File: src/hw/uart_pkg.sv
/*
 * Shared types and register map of the UART core.
 * Imported by every block that needs a character, divisor or address type.
 */
`default_nettype none

package uart_pkg;

   // One character on the line and on the bus
   typedef logic [7:0]  data_t;
   // 16x baud divisor, one tick every baud_div+1 clocks
   typedef logic [11:0] baud_div_t;
   typedef logic [3:0]  reg_addr_t;

   // Parity mode, code 3 is treated as no parity
   typedef enum logic [1:0] {
      PAR_NONE = 2'd0,
      PAR_EVEN = 2'd1,
      PAR_ODD  = 2'd2
   } parity_e;

   // ##########################################################################
   // Register map
   // ##########################################################################
   localparam reg_addr_t ADDR_CTRL    = 4'd0; // Enables, stop bits, parity
   localparam reg_addr_t ADDR_BAUD_LO = 4'd1;
   localparam reg_addr_t ADDR_BAUD_HI = 4'd2; // Low nibble only
   localparam reg_addr_t ADDR_STATUS  = 4'd3; // Write 1 clears error bits
   localparam reg_addr_t ADDR_TXDATA  = 4'd4;
   localparam reg_addr_t ADDR_RXDATA  = 4'd5; // Read pops
   localparam reg_addr_t ADDR_TXFREE  = 4'd6;
   localparam reg_addr_t ADDR_RXCOUNT = 4'd7;

endpackage

`default_nettype wire
File: src/hw/uart_core.sv
/*
 * UART core top level.
 * Register block, baud tick, TX and RX FIFOs and the two line FSMs,
 * all on app_clk_i.
 */
`default_nettype none

module uart_core
   import uart_pkg::*;
#(
   parameter int FIFO_DEPTH = 16
) (
   input  wire logic      app_clk_i,
   input  wire logic      rst_i,
   input  wire logic      reg_cs_i,
   input  wire logic      reg_wr_i,
   input  wire reg_addr_t reg_addr_i,
   input  wire data_t     reg_wdata_i,
   output data_t          reg_rdata_o,
   output logic           reg_ack_o,
   input  wire logic      si_i,
   output logic           so_o
);

   localparam int CW = $clog2(FIFO_DEPTH) + 1;

   // Configuration levels
   logic      tx_en;
   logic      rx_en;
   logic      stop2;
   parity_e   parity;
   baud_div_t baud_div;
   logic      tick;

   // TX path
   logic          tx_push;
   data_t         tx_wdata;
   logic          tx_pop;
   data_t         tx_rdata;
   logic          tx_full;
   logic          tx_empty;
   logic [CW-1:0] tx_count;

   // RX path
   logic          rx_push;
   data_t         rx_data;
   logic          rx_pop;
   data_t         rx_rdata;
   logic          rx_full;
   logic          rx_empty;
   logic [CW-1:0] rx_count;
   logic          err_frm;
   logic          err_par;
   logic          err_ovf;

   uart_regs #(.FIFO_DEPTH(FIFO_DEPTH)) u_regs (
      .app_clk_i, .rst_i, .reg_cs_i, .reg_wr_i, .reg_addr_i, .reg_wdata_i,
      .reg_rdata_o, .reg_ack_o,
      .tx_en_o(tx_en), .rx_en_o(rx_en), .stop2_o(stop2), .parity_o(parity),
      .baud_div_o(baud_div),
      .tx_push_o(tx_push), .tx_wdata_o(tx_wdata), .tx_full_i(tx_full), .tx_count_i(tx_count),
      .rx_pop_o(rx_pop), .rx_rdata_i(rx_rdata), .rx_empty_i(rx_empty), .rx_count_i(rx_count),
      .err_frm_i(err_frm), .err_par_i(err_par), .err_ovf_i(err_ovf)
   );

   uart_baud_gen u_baud (.app_clk_i, .rst_i, .baud_div_i(baud_div), .tick_o(tick));

   uart_fifo #(.FIFO_DEPTH(FIFO_DEPTH)) u_tx_fifo (
      .app_clk_i, .rst_i, .push_i(tx_push), .wdata_i(tx_wdata), .pop_i(tx_pop),
      .rdata_o(tx_rdata), .full_o(tx_full), .empty_o(tx_empty), .count_o(tx_count)
   );

   uart_fifo #(.FIFO_DEPTH(FIFO_DEPTH)) u_rx_fifo (
      .app_clk_i, .rst_i, .push_i(rx_push), .wdata_i(rx_data), .pop_i(rx_pop),
      .rdata_o(rx_rdata), .full_o(rx_full), .empty_o(rx_empty), .count_o(rx_count)
   );

   uart_tx u_tx (
      .app_clk_i, .rst_i, .tick_i(tick), .tx_en_i(tx_en), .stop2_i(stop2), .parity_i(parity),
      .fifo_empty_i(tx_empty), .fifo_data_i(tx_rdata), .fifo_pop_o(tx_pop), .so_o
   );

   uart_rx u_rx (
      .app_clk_i, .rst_i, .tick_i(tick), .rx_en_i(rx_en), .stop2_i(stop2), .parity_i(parity),
      .si_i, .fifo_full_i(rx_full), .push_o(rx_push), .data_o(rx_data),
      .err_frm_o(err_frm), .err_par_o(err_par), .err_ovf_o(err_ovf)
   );

endmodule

`default_nettype wire

File: src/hw/uart_regs.sv
/*
 * Register block on the strobe bus.
 * Holds configuration and sticky errors, gives FIFO access, acks each
 * access one cycle after the chip select.
 */
`default_nettype none

module uart_regs
   import uart_pkg::*;
#(
   parameter int FIFO_DEPTH = 16
) (
   input  wire logic                     app_clk_i,
   input  wire logic                     rst_i,
   input  wire logic                     reg_cs_i,
   input  wire logic                     reg_wr_i,
   input  wire reg_addr_t                reg_addr_i,
   input  wire data_t                    reg_wdata_i,
   output data_t                         reg_rdata_o,
   output logic                          reg_ack_o,
   output logic                          tx_en_o,
   output logic                          rx_en_o,
   output logic                          stop2_o,
   output parity_e                       parity_o,
   output baud_div_t                     baud_div_o,
   output logic                          tx_push_o,
   output data_t                         tx_wdata_o,
   input  wire logic                     tx_full_i,
   input  wire logic [$clog2(FIFO_DEPTH):0] tx_count_i,
   output logic                          rx_pop_o,
   input  wire data_t                    rx_rdata_i,
   input  wire logic                     rx_empty_i,
   input  wire logic [$clog2(FIFO_DEPTH):0] rx_count_i,
   input  wire logic                     err_frm_i,
   input  wire logic                     err_par_i,
   input  wire logic                     err_ovf_i
);

   localparam int CW = $clog2(FIFO_DEPTH) + 1;

   logic          wr;
   logic          rd;
   logic          frm_q;
   logic          par_q;
   logic          ovf_q;
   logic [CW-1:0] tx_free;
   data_t         rdata_d;

   assign wr      = reg_cs_i && reg_wr_i;
   assign rd      = reg_cs_i && !reg_wr_i;
   assign tx_free = CW'(FIFO_DEPTH) - tx_count_i;

   // FIFO strobes, a full push or empty pop is dropped
   assign tx_push_o  = wr && (reg_addr_i == ADDR_TXDATA) && !tx_full_i;
   assign tx_wdata_o = reg_wdata_i;
   assign rx_pop_o   = rd && (reg_addr_i == ADDR_RXDATA) && !rx_empty_i;

   // ##########################################################################
   // Configuration and sticky errors
   // ##########################################################################
   always_ff @(posedge app_clk_i) begin
      if (rst_i) begin
         tx_en_o    <= 1'b0;
         rx_en_o    <= 1'b0;
         stop2_o    <= 1'b0;
         parity_o   <= PAR_NONE;
         baud_div_o <= '0;
         frm_q      <= 1'b0;
         par_q      <= 1'b0;
         ovf_q      <= 1'b0;
      end else begin
         if (wr && reg_addr_i == ADDR_CTRL) begin
            tx_en_o  <= reg_wdata_i[0];
            rx_en_o  <= reg_wdata_i[1];
            stop2_o  <= reg_wdata_i[2];
            parity_o <= parity_e'(reg_wdata_i[4:3]);
         end
         if (wr && reg_addr_i == ADDR_BAUD_LO) baud_div_o[7:0]  <= reg_wdata_i;
         if (wr && reg_addr_i == ADDR_BAUD_HI) baud_div_o[11:8] <= reg_wdata_i[3:0];
         // Write one clears, a new error in the same cycle wins
         if (wr && reg_addr_i == ADDR_STATUS) begin
            if (reg_wdata_i[2]) frm_q <= 1'b0;
            if (reg_wdata_i[3]) par_q <= 1'b0;
            if (reg_wdata_i[4]) ovf_q <= 1'b0;
         end
         if (err_frm_i) frm_q <= 1'b1;
         if (err_par_i) par_q <= 1'b1;
         if (err_ovf_i) ovf_q <= 1'b1;
      end
   end

   // Read mux
   always_comb begin
      case (reg_addr_i)
         ADDR_CTRL:    rdata_d = {3'b000, parity_o, stop2_o, rx_en_o, tx_en_o};
         ADDR_BAUD_LO: rdata_d = baud_div_o[7:0];
         ADDR_BAUD_HI: rdata_d = {4'h0, baud_div_o[11:8]};
         ADDR_STATUS:  rdata_d = {3'b000, ovf_q, par_q, frm_q, rx_empty_i, tx_full_i};
         ADDR_RXDATA:  rdata_d = rx_empty_i ? '0 : rx_rdata_i;
         ADDR_TXFREE:  rdata_d = data_t'(tx_free);
         ADDR_RXCOUNT: rdata_d = data_t'(rx_count_i);
         default:      rdata_d = '0;
      endcase
   end

   // Read data holds until the next read
   always_ff @(posedge app_clk_i) begin
      if (rst_i) begin
         reg_ack_o   <= 1'b0;
         reg_rdata_o <= '0;
      end else begin
         reg_ack_o <= reg_cs_i;
         if (rd) reg_rdata_o <= rdata_d;
      end
   end

   ack_after_cs: assert property (@(posedge app_clk_i) disable iff (rst_i)
      reg_cs_i |=> reg_ack_o);

endmodule

`default_nettype wire

File: src/hw/uart_rx.sv
/*
 * Receive FSM with input synchronizer, mid-bit sampling and error checks.
 * Pushes each byte at the middle of the first stop bit and flags
 * framing, parity and overflow errors there as one cycle pulses.
 */
`default_nettype none

module uart_rx
   import uart_pkg::*;
(
   input  wire logic    app_clk_i,
   input  wire logic    rst_i,
   input  wire logic    tick_i,
   input  wire logic    rx_en_i,
   input  wire logic    stop2_i,
   input  wire parity_e parity_i,
   input  wire logic    si_i,
   input  wire logic    fifo_full_i,
   output logic         push_o,
   output data_t        data_o,
   output logic         err_frm_o,
   output logic         err_par_o,
   output logic         err_ovf_o
);

   typedef enum logic [2:0] {RX_IDLE, RX_START, RX_DATA, RX_PARITY, RX_STOP} rx_state_e;

   rx_state_e   state_q;
   logic        si_meta_q;
   logic        si_q;        // Synchronized line
   logic  [3:0] tick_cnt_q;  // Ticks since the falling edge
   logic  [2:0] bit_idx_q;
   logic        stop_idx_q;
   logic        par_q;
   logic        par_bad_q;

   logic mid;
   logic par_en;
   logic par_odd;

   assign par_en  = (parity_i == PAR_EVEN) || (parity_i == PAR_ODD);
   assign par_odd = (parity_i == PAR_ODD);
   // Tick 8 of each bit
   assign mid     = tick_i && (tick_cnt_q == 4'd8);

   // Two flop synchronizer, idles high
   always_ff @(posedge app_clk_i) begin
      if (rst_i) begin
         si_meta_q <= 1'b1;
         si_q      <= 1'b1;
      end else begin
         si_meta_q <= si_i;
         si_q      <= si_meta_q;
      end
   end

   always_ff @(posedge app_clk_i) begin
      if (rst_i) begin
         state_q    <= RX_IDLE;
         tick_cnt_q <= '0;
         bit_idx_q  <= '0;
         stop_idx_q <= 1'b0;
         par_q      <= 1'b0;
         par_bad_q  <= 1'b0;
         data_o     <= '0;
         push_o     <= 1'b0;
         err_frm_o  <= 1'b0;
         err_par_o  <= 1'b0;
         err_ovf_o  <= 1'b0;
      end else begin
         // Strobes default low
         push_o    <= 1'b0;
         err_frm_o <= 1'b0;
         err_par_o <= 1'b0;
         err_ovf_o <= 1'b0;
         if (tick_i) begin
            tick_cnt_q <= tick_cnt_q + 4'd1;
            case (state_q)
               RX_IDLE: if (rx_en_i && !si_q) begin
                  // Edge tick counts as tick 0
                  state_q    <= RX_START;
                  tick_cnt_q <= 4'd1;
               end
               RX_START: if (mid) begin
                  if (si_q) begin
                     state_q <= RX_IDLE;   // Glitch, line back high
                  end else begin
                     state_q    <= RX_DATA;
                     bit_idx_q  <= '0;
                     stop_idx_q <= 1'b0;
                     par_q      <= 1'b0;
                     par_bad_q  <= 1'b0;
                  end
               end
               RX_DATA: if (mid) begin
                  data_o    <= {si_q, data_o[7:1]};
                  par_q     <= par_q ^ si_q;
                  bit_idx_q <= bit_idx_q + 3'd1;
                  if (bit_idx_q == 3'd7) state_q <= par_en ? RX_PARITY : RX_STOP;
               end
               RX_PARITY: if (mid) begin
                  par_bad_q <= si_q != (par_q ^ par_odd);
                  state_q   <= RX_STOP;
               end
               RX_STOP: if (mid) begin
                  if (!stop_idx_q) begin
                     // Frame end, byte goes to the FIFO or is lost
                     push_o    <= !fifo_full_i;
                     err_ovf_o <= fifo_full_i;
                     err_frm_o <= !si_q;
                     err_par_o <= par_bad_q;
                  end
                  // Second stop bit is only waited out
                  if (stop2_i && !stop_idx_q) stop_idx_q <= 1'b1;
                  else                        state_q    <= RX_IDLE;
               end
               default: state_q <= RX_IDLE;
            endcase
         end
      end
   end

   push_xor_ovf: assert property (@(posedge app_clk_i) disable iff (rst_i)
      !(push_o && err_ovf_o));

endmodule

`default_nettype wire

File: src/hw/uart_tx.sv
/*
 * Transmit FSM, serializes FIFO bytes onto so_o.
 * Frame is start, 8 data bits LSB first, optional parity, one or two stops.
 * Each bit lasts 16 baud ticks.
 */
`default_nettype none

module uart_tx
   import uart_pkg::*;
(
   input  wire logic    app_clk_i,
   input  wire logic    rst_i,
   input  wire logic    tick_i,
   input  wire logic    tx_en_i,
   input  wire logic    stop2_i,
   input  wire parity_e parity_i,
   input  wire logic    fifo_empty_i,
   input  wire data_t   fifo_data_i,
   output logic         fifo_pop_o,
   output logic         so_o
);

   typedef enum logic [2:0] {TX_IDLE, TX_START, TX_DATA, TX_PARITY, TX_STOP} tx_state_e;

   tx_state_e   state_q;
   logic  [3:0] tick_cnt_q;
   logic  [2:0] bit_idx_q;
   logic        stop_idx_q;  // Set during second stop bit
   logic        par_q;       // Running XOR of sent data bits
   data_t       shift_q;

   logic bit_end;
   logic last_stop;
   logic par_en;
   logic par_odd;

   assign par_en    = (parity_i == PAR_EVEN) || (parity_i == PAR_ODD);
   assign par_odd   = (parity_i == PAR_ODD);
   assign bit_end   = tick_i && (tick_cnt_q == 4'd15);
   assign last_stop = (state_q == TX_STOP) && bit_end && (!stop2_i || stop_idx_q);

   // Load from IDLE on any tick, or straight out of the last stop bit
   assign fifo_pop_o = tx_en_i && !fifo_empty_i &&
                       ((state_q == TX_IDLE && tick_i) || last_stop);

   always_ff @(posedge app_clk_i) begin
      if (rst_i) begin
         state_q    <= TX_IDLE;
         tick_cnt_q <= '0;
         bit_idx_q  <= '0;
         stop_idx_q <= 1'b0;
         par_q      <= 1'b0;
         shift_q    <= '0;
         so_o       <= 1'b1;
      end else if (tick_i) begin
         tick_cnt_q <= tick_cnt_q + 4'd1;
         if (fifo_pop_o) begin
            // Start bit goes out now
            state_q    <= TX_START;
            shift_q    <= fifo_data_i;
            tick_cnt_q <= '0;
            bit_idx_q  <= '0;
            stop_idx_q <= 1'b0;
            par_q      <= 1'b0;
            so_o       <= 1'b0;
         end else begin
            case (state_q)
               TX_IDLE: begin
                  tick_cnt_q <= '0;
                  so_o       <= 1'b1;
               end
               TX_START: if (bit_end) begin
                  state_q <= TX_DATA;
                  so_o    <= shift_q[0];
               end
               TX_DATA: if (bit_end) begin
                  shift_q   <= shift_q >> 1;
                  par_q     <= par_q ^ shift_q[0];
                  bit_idx_q <= bit_idx_q + 3'd1;
                  if (bit_idx_q != 3'd7) begin
                     so_o <= shift_q[1];
                  end else if (par_en) begin
                     // Even parity is the XOR of data, odd inverts it
                     state_q <= TX_PARITY;
                     so_o    <= par_q ^ shift_q[0] ^ par_odd;
                  end else begin
                     state_q <= TX_STOP;
                     so_o    <= 1'b1;
                  end
               end
               TX_PARITY: if (bit_end) begin
                  state_q <= TX_STOP;
                  so_o    <= 1'b1;
               end
               TX_STOP: if (bit_end) begin
                  if (!last_stop) stop_idx_q <= 1'b1;
                  else            state_q    <= TX_IDLE;
               end
               default: state_q <= TX_IDLE;
            endcase
         end
      end
   end

endmodule

`default_nettype wire

File: src/hw/uart_fifo.sv
/*
 * Single clock FIFO of characters with full, empty and occupancy count.
 * rdata_o always shows the head entry, so pop reads it in the same cycle.
 */
`default_nettype none

module uart_fifo
   import uart_pkg::*;
#(
   parameter int FIFO_DEPTH = 16
) (
   input  wire logic                        app_clk_i,
   input  wire logic                        rst_i,
   input  wire logic                        push_i,
   input  wire data_t                       wdata_i,
   input  wire logic                        pop_i,
   output data_t                            rdata_o,
   output logic                             full_o,
   output logic                             empty_o,
   output logic [$clog2(FIFO_DEPTH):0]      count_o
);

   localparam int AW = $clog2(FIFO_DEPTH);

   data_t          mem_q [FIFO_DEPTH];
   logic  [AW-1:0] wr_ptr_q;
   logic  [AW-1:0] rd_ptr_q;

   // Storage array
   always_ff @(posedge app_clk_i) begin
      if (push_i) begin
         mem_q[wr_ptr_q] <= wdata_i;
      end
   end

   // Pointers and occupancy, wrap is natural at a power of two
   always_ff @(posedge app_clk_i) begin
      if (rst_i) begin
         wr_ptr_q <= '0;
         rd_ptr_q <= '0;
         count_o  <= '0;
      end else begin
         if (push_i) wr_ptr_q <= wr_ptr_q + 1'b1;
         if (pop_i)  rd_ptr_q <= rd_ptr_q + 1'b1;
         if (push_i && !pop_i) begin
            count_o <= count_o + 1'b1;
         end else if (pop_i && !push_i) begin
            count_o <= count_o - 1'b1;
         end
      end
   end

   assign rdata_o = mem_q[rd_ptr_q];
   assign full_o  = (count_o == FIFO_DEPTH[AW:0]);
   assign empty_o = (count_o == '0);

   // Producers and consumers must respect the flags
   no_push_full: assert property (@(posedge app_clk_i) disable iff (rst_i) full_o |-> !push_i);
   no_pop_empty: assert property (@(posedge app_clk_i) disable iff (rst_i) empty_o |-> !pop_i);

endmodule

`default_nettype wire

File: src/hw/uart_baud_gen.sv
/*
 * 16x baud enable tick generator.
 * Pulses tick_o for one clock every baud_div_i+1 clocks of app_clk_i.
 */
`default_nettype none

module uart_baud_gen
   import uart_pkg::*;
(
   input  wire logic      app_clk_i,
   input  wire logic      rst_i,
   input  wire baud_div_t baud_div_i,
   output logic           tick_o
);

   baud_div_t cnt_q;
   // Last divisor seen, used to spot a rate change
   baud_div_t div_q;

   always_ff @(posedge app_clk_i) begin
      if (rst_i) begin
         cnt_q  <= '0;
         div_q  <= '0;
         tick_o <= 1'b0;
      end else if (baud_div_i != div_q) begin
         // New rate, restart the period from the top
         cnt_q  <= baud_div_i;
         div_q  <= baud_div_i;
         tick_o <= 1'b0;
      end else if (cnt_q == '0) begin
         cnt_q  <= baud_div_i;
         tick_o <= 1'b1;
      end else begin
         cnt_q  <= cnt_q - 1'b1;
         tick_o <= 1'b0;
      end
   end

   // Ticks are isolated pulses unless dividing by one
   tick_single: assert property (@(posedge app_clk_i) disable iff (rst_i)
      (tick_o && baud_div_i != '0) |=> !tick_o);

endmodule

`default_nettype wire

File: config.mk
export PLATFORM = sky130hd
export DESIGN_NAME = uart_core
export DESIGN_NICKNAME = d
export VERILOG_FILES = /design/src/hw/uart_pkg.sv /design/src/hw/uart_core.sv /design/src/hw/uart_regs.sv /design/src/hw/uart_rx.sv /design/src/hw/uart_tx.sv /design/src/hw/uart_fifo.sv /design/src/hw/uart_baud_gen.sv
export SDC_FILE = /design/constraint.sdc
export NUM_CORES = 1
export LEC_CHECK = 0
export BUFFER_PORTS_ARGS = -buffer_cell sky130_fd_sc_hd__buf_2
export CAP_MARGIN = 10
export CORE_ASPECT_RATIO = 0.7
export CORE_MARGIN = 2
export CORE_UTILIZATION = 38
export CTS_BUF_LIST = sky130_fd_sc_hd__clkbuf_8
export CTS_CLUSTER_DIAMETER = 50
export DETAILED_ROUTE_END_ITERATION = 8
export PLACE_DENSITY = 0.52
export SLEW_MARGIN = 15
export SYNTH_ARGS = -nofsm -noshare
export SYNTH_HDL_FRONTEND = slang
export SYNTH_SLANG_ARGS = --single-unit
export TNS_END_PERCENT = 1
File: constraint.sdc
create_clock -name app_clk_i -period 3.37 [get_ports app_clk_i]
set_input_delay 0 -clock app_clk_i [delete_from_list [all_inputs] [get_ports app_clk_i]]
set_output_delay 0 -clock app_clk_i [all_outputs]
set_load 0.02 [all_outputs]
==> results.py <==
metrics = {
    "sta": {
        "rsz0062_at_grt": "false",
        "slew_headroom_pct": 41.9,
        "worst_pin_slew_ns": 0.871,
        "skew_ns": 0.0352,
        "fin_crit_sh_pct": 95.6,
        "layout_min_cycle_time_ns": 3.22,
        "max_freq_ghz": 0.311,
        "final-setup-viol-count": 0,
        "slew_violations": 0,
        "finalHoldViolations": 0,
    },
    "grt": {
        "grt_max_degree": 76,
        "busiest_layer": "met1",
        "globalRouteTotalUtil_pct": 17.4,
        "antenna_found_initial": 0,
        "grt_pass1_vias": 9857,
        "met3_usage_pct": 3.15,
        "grt_util_met1_pct": 29.0,
        "grt_util_met2_pct": 22.5,
        "grt_pass1_wl_um": 60100,
        "grt_overflow": 0,
    },
    "worst_setup_path": {
        "r2r_cells": 11,
        "timing.rr.end": "u_rx_fifo.count_o[4]",
        "cp.arrival_ns": 3.72,
        "worstPathMaxFanout": 7,
        "rr_startpoint": "u_rx_fifo.count_o[1]",
        "crit_path_start_kind": "flop",
        "end_kind": "flop",
        "critPathKind": "flop to flop",
        "required_ns": 3.87,
        "reg2reg_slack_ns": 0.15,
    },
    "yosys": {
        "ys_types": 81,
        "seq_area_frac_synth_pct": 62.5,
        "synthFlopType": "edfxtp_1",
        "yosys-top-cells-count": "edfxtp_1, dfxtp_1, nand2_1, nor2_1, a21oi_1",
        "synth_top_area_share_pct": 46.1,
        "synthArstFlopShare_pct": 0,
        "synth_seq_cells": 392,
        "synth.cell_area_mm2": 0.0167,
        "yosysMostFrequentCell": "edfxtp_1",
        "synth.avg_cell_area_um2": 13.6,
        "synth_nets": 1272,
        "synth_edf_count": 256,
        "yosysWarnings": 0,
        "synth_cells": 1221,
        "yosys-top-cells-area": "edfxtp_1, dfxtp_1, mux4_2",
        "yosys.area.top_type": "edfxtp_1",
    },
    "drt": {
        "drc": 0,
        "drt-total-wl_um": 38900,
        "dr.pass1.iters": 5,
        "drt_iter0_markers": 960,
        "num_vias": 10100,
        "via_per_inst": 5.18,
        "ant_nets": 0,
        "avgRoutedWirePerCell_um": 20.0,
    },
    "run_status": {
        "outcome": "completed",
    },
    "power_and_ir_drop": {
        "p_seq_share_pct": 51.7,
        "fin_total_pwr_w": 0.0102,
        "p_sw_share_pct": 23.6,
        "p_int_w": 0.00775,
        "switching_power_w": 0.00240,
        "powerDensity_mw_per_mm2": 533,
        "p_leak_nw": 6.46,
        "ir_drop_v": 0.000321,
        "pwr-share-clk_pct": 41.0,
        "p_comb_share_pct": 7.3,
    },
    "placement": {
        "io_buffer_count": 26,
        "gp_congestion": 0.803,
        "dpl_cell_area_mm2": 0.0175,
        "dp.final_hpwl_um": 25700,
    },
    "floorplan": {
        "start_util_pct": 38.3,
        "rows": 64,
        "dieWidth_um": 254,
        "core_area_mm2": 0.0435,
        "die_y_um": 179,
        "num_io_pins": 27,
        "dieArea_mm2": 0.0456,
    },
    "clocking": {
        "cts-root-buf": "clkbuf_8",
        "clock-sinks": 392,
        "clk_pin_slew_ns": 0.07,
        "tritoncts": "built",
        "cts_max_path_buffers": 3,
        "cts_inserted_buffers": 60,
        "htreeDepth": 2,
        "worstSkewPairLatency_ns": 0.64,
    },
    "job": {
        "maxCapViolations": 0,
    },
    "layout": {
        "area_growth_pct": 14.3,
        "design_area_mm2": 0.0190,
        "final_layout_size_suffix_gt1_share_pct": 19.9,
        "fin_nets": 1354,
        "num_antenna_cells": 0,
    },
    "min_path": {
        "hold_start": "si_i",
        "min_to": "u_rx.si_meta_q",
        "whs_path_depth": 3,
        "hp-class": "primary input to flop",
    },
}
==> worst max-delay path, stage by stage, from the launching register on <==
cell	delay [ns]
dfxtp_1	0.37
or4_4	0.56
o211a_4	0.29
nand2_2	0.11
ha_1	0.22
inv_1	0.10
ha_1	0.31
nor2b_1	0.16
o21a_1	0.17
or3_1	0.30
a21oi_1	0.17
mux2_1	0.33
==> stage by stage <==
stage / instances / TNS [ns] / hold slack [ns] / util, % / setup slack [ns]
finish: 1949 / 0 / 0.134 / 43.8 / 0.150
global route: 1949 / 0 / 0.112 / 43.8 / 0.0314
CTS: 1948 / 0 / 0.0769 / 43.7 / 0.0269
detailed placement: 1813 / -0.0181 / 0.251 / 40.3 / -0.0181
global placement: 1813 / 0 / 0.250 / 40.3 / 0.0654
floorplan: 1221 / 0 / 0.0989 / - / 0.0576
==> per-layer routing <==
layer	part of all wire (%)	vias to the layer above
met5	0	-
met4	1.4	0
li1	-	4760
met3	4.8	45
met1	55	5095
met2	39	200
==> power groups by stage <==
| stage | registers (W) | clock network [W] | logic, W |
|---|---|---|---|
| after detailed placement | 0.00535 | 0 | 0.000719 |
| final | 0.00525 | 0.00416 | 0.000738 |
| after global routing | 0.00526 | 0.00449 | 0.000815 |
| after global placement | 0.00535 | 0 | 0.000712 |
| after CTS | 0.00525 | 0.00429 | 0.000742 |
| after floorplan | 0.00533 | 0 | 0.000568 |
==> flip-flops by register name, summed over array words and instances (netlist names), 5 cells and up, named ones only <==
signal              flops
u_rx.data_o             8
u_rx_fifo.count_o       5
u_baud.div_q           12
u_tx.shift_q            8
u_tx_fifo.count_o       5
u_regs.baud_div_o      12
u_rx_fifo.mem_q       128
u_tx_fifo.mem_q       128
u_baud.cnt_q           12
u_regs.reg_rdata_o      8
==> cell families (layout without fill, tap and decap cells) <==
kind of cell / Yosys count / in the layout / share of synthesized area (%)
buffers and inverters: 95 / 229 / 2.74
AOI/OAI and AO/OA: 192 / 192 / 8.23
muxes: 95 / 95 / 10.2
DFF: 392 / 392 / 62.5
adders and majority gates: 34 / 34 / 2.64
xor gates and xnor gates: 44 / 44 / 2.31
and+or+nand+nor: 369 / 369 / 11.4
==> repair_timing <==
action / 4_1_cts / 5_1_grt
pin swaps: 0 / 2
gates resized for setup: 1 / 6
cloned: 0 / 0
buffers inserted: 0 / 1
endpoints found under the hold margin: 186 / 0
hold buffers: 21 / 0
setup endpoints to repair: 1 / 1
==> area by class of cell <==
| cell class | count | area (um2) |
|---|---|---|
| fillers | 3963 | 24400 |
| flip-flops and latches | 392 | 10400 |
| multi-input cells | 734 | 5840 |
| clock buffers | 66 | 908 |
| well taps | 594 | 743 |
| repair buffers | 91 | 686 |
| clock inverters | 48 | 365 |
| inverters | 24 | 90.1 |
==> worst max path at each step <==
| stage | slack (ns) | endpoint | start | cells past startpoint |
|---|---|---|---|---|
| 3_5_place_dp | -0.02 | u_tx_fifo.count_o[4] | u_tx_fifo.count_o[1] | 13 |
| 2_1_floorplan | 0.06 | u_tx_fifo.count_o[4] | u_tx_fifo.count_o[0] | 16 |
| 6_report | 0.15 | u_rx_fifo.count_o[4] | u_rx_fifo.count_o[1] | 11 |
| 4_1_cts | 0.03 | u_tx_fifo.count_o[4] | u_tx_fifo.count_o[1] | 13 |
| 5_1_grt | 0.03 | u_rx_fifo.count_o[4] | u_rx_fifo.count_o[1] | 11 |
| 3_3_place_gp | 0.07 | u_tx_fifo.count_o[4] | u_tx_fifo.count_o[1] | 13 |
==> cell usage in the layout, fill, tap and decap left out, types with 13 or more instances in the layout <==
master,synthesis,layout
xnor2_1,15,15
dlygate4sd3_1,0,21
clkbuf_8,0,66
clkinv_1,0,14
o21ai_0,13,13
dfxtp_1,136,134
nor2_1,79,79
buf_4,9,44
ha_1,32,30
mux2i_1,30,30
edfxtp_1,256,256
xor2_1,29,29
nand3_1,40,40
nor2b_1,30,30
a22oi_1,33,33
a21oi_1,73,72
mux4_2,59,59
and2_1,20,20
buf_2,21,25
nor3_1,23,23
nand2_1,102,102
inv_1,23,41
Note: power is estimated with default switching activity, not from simulation.
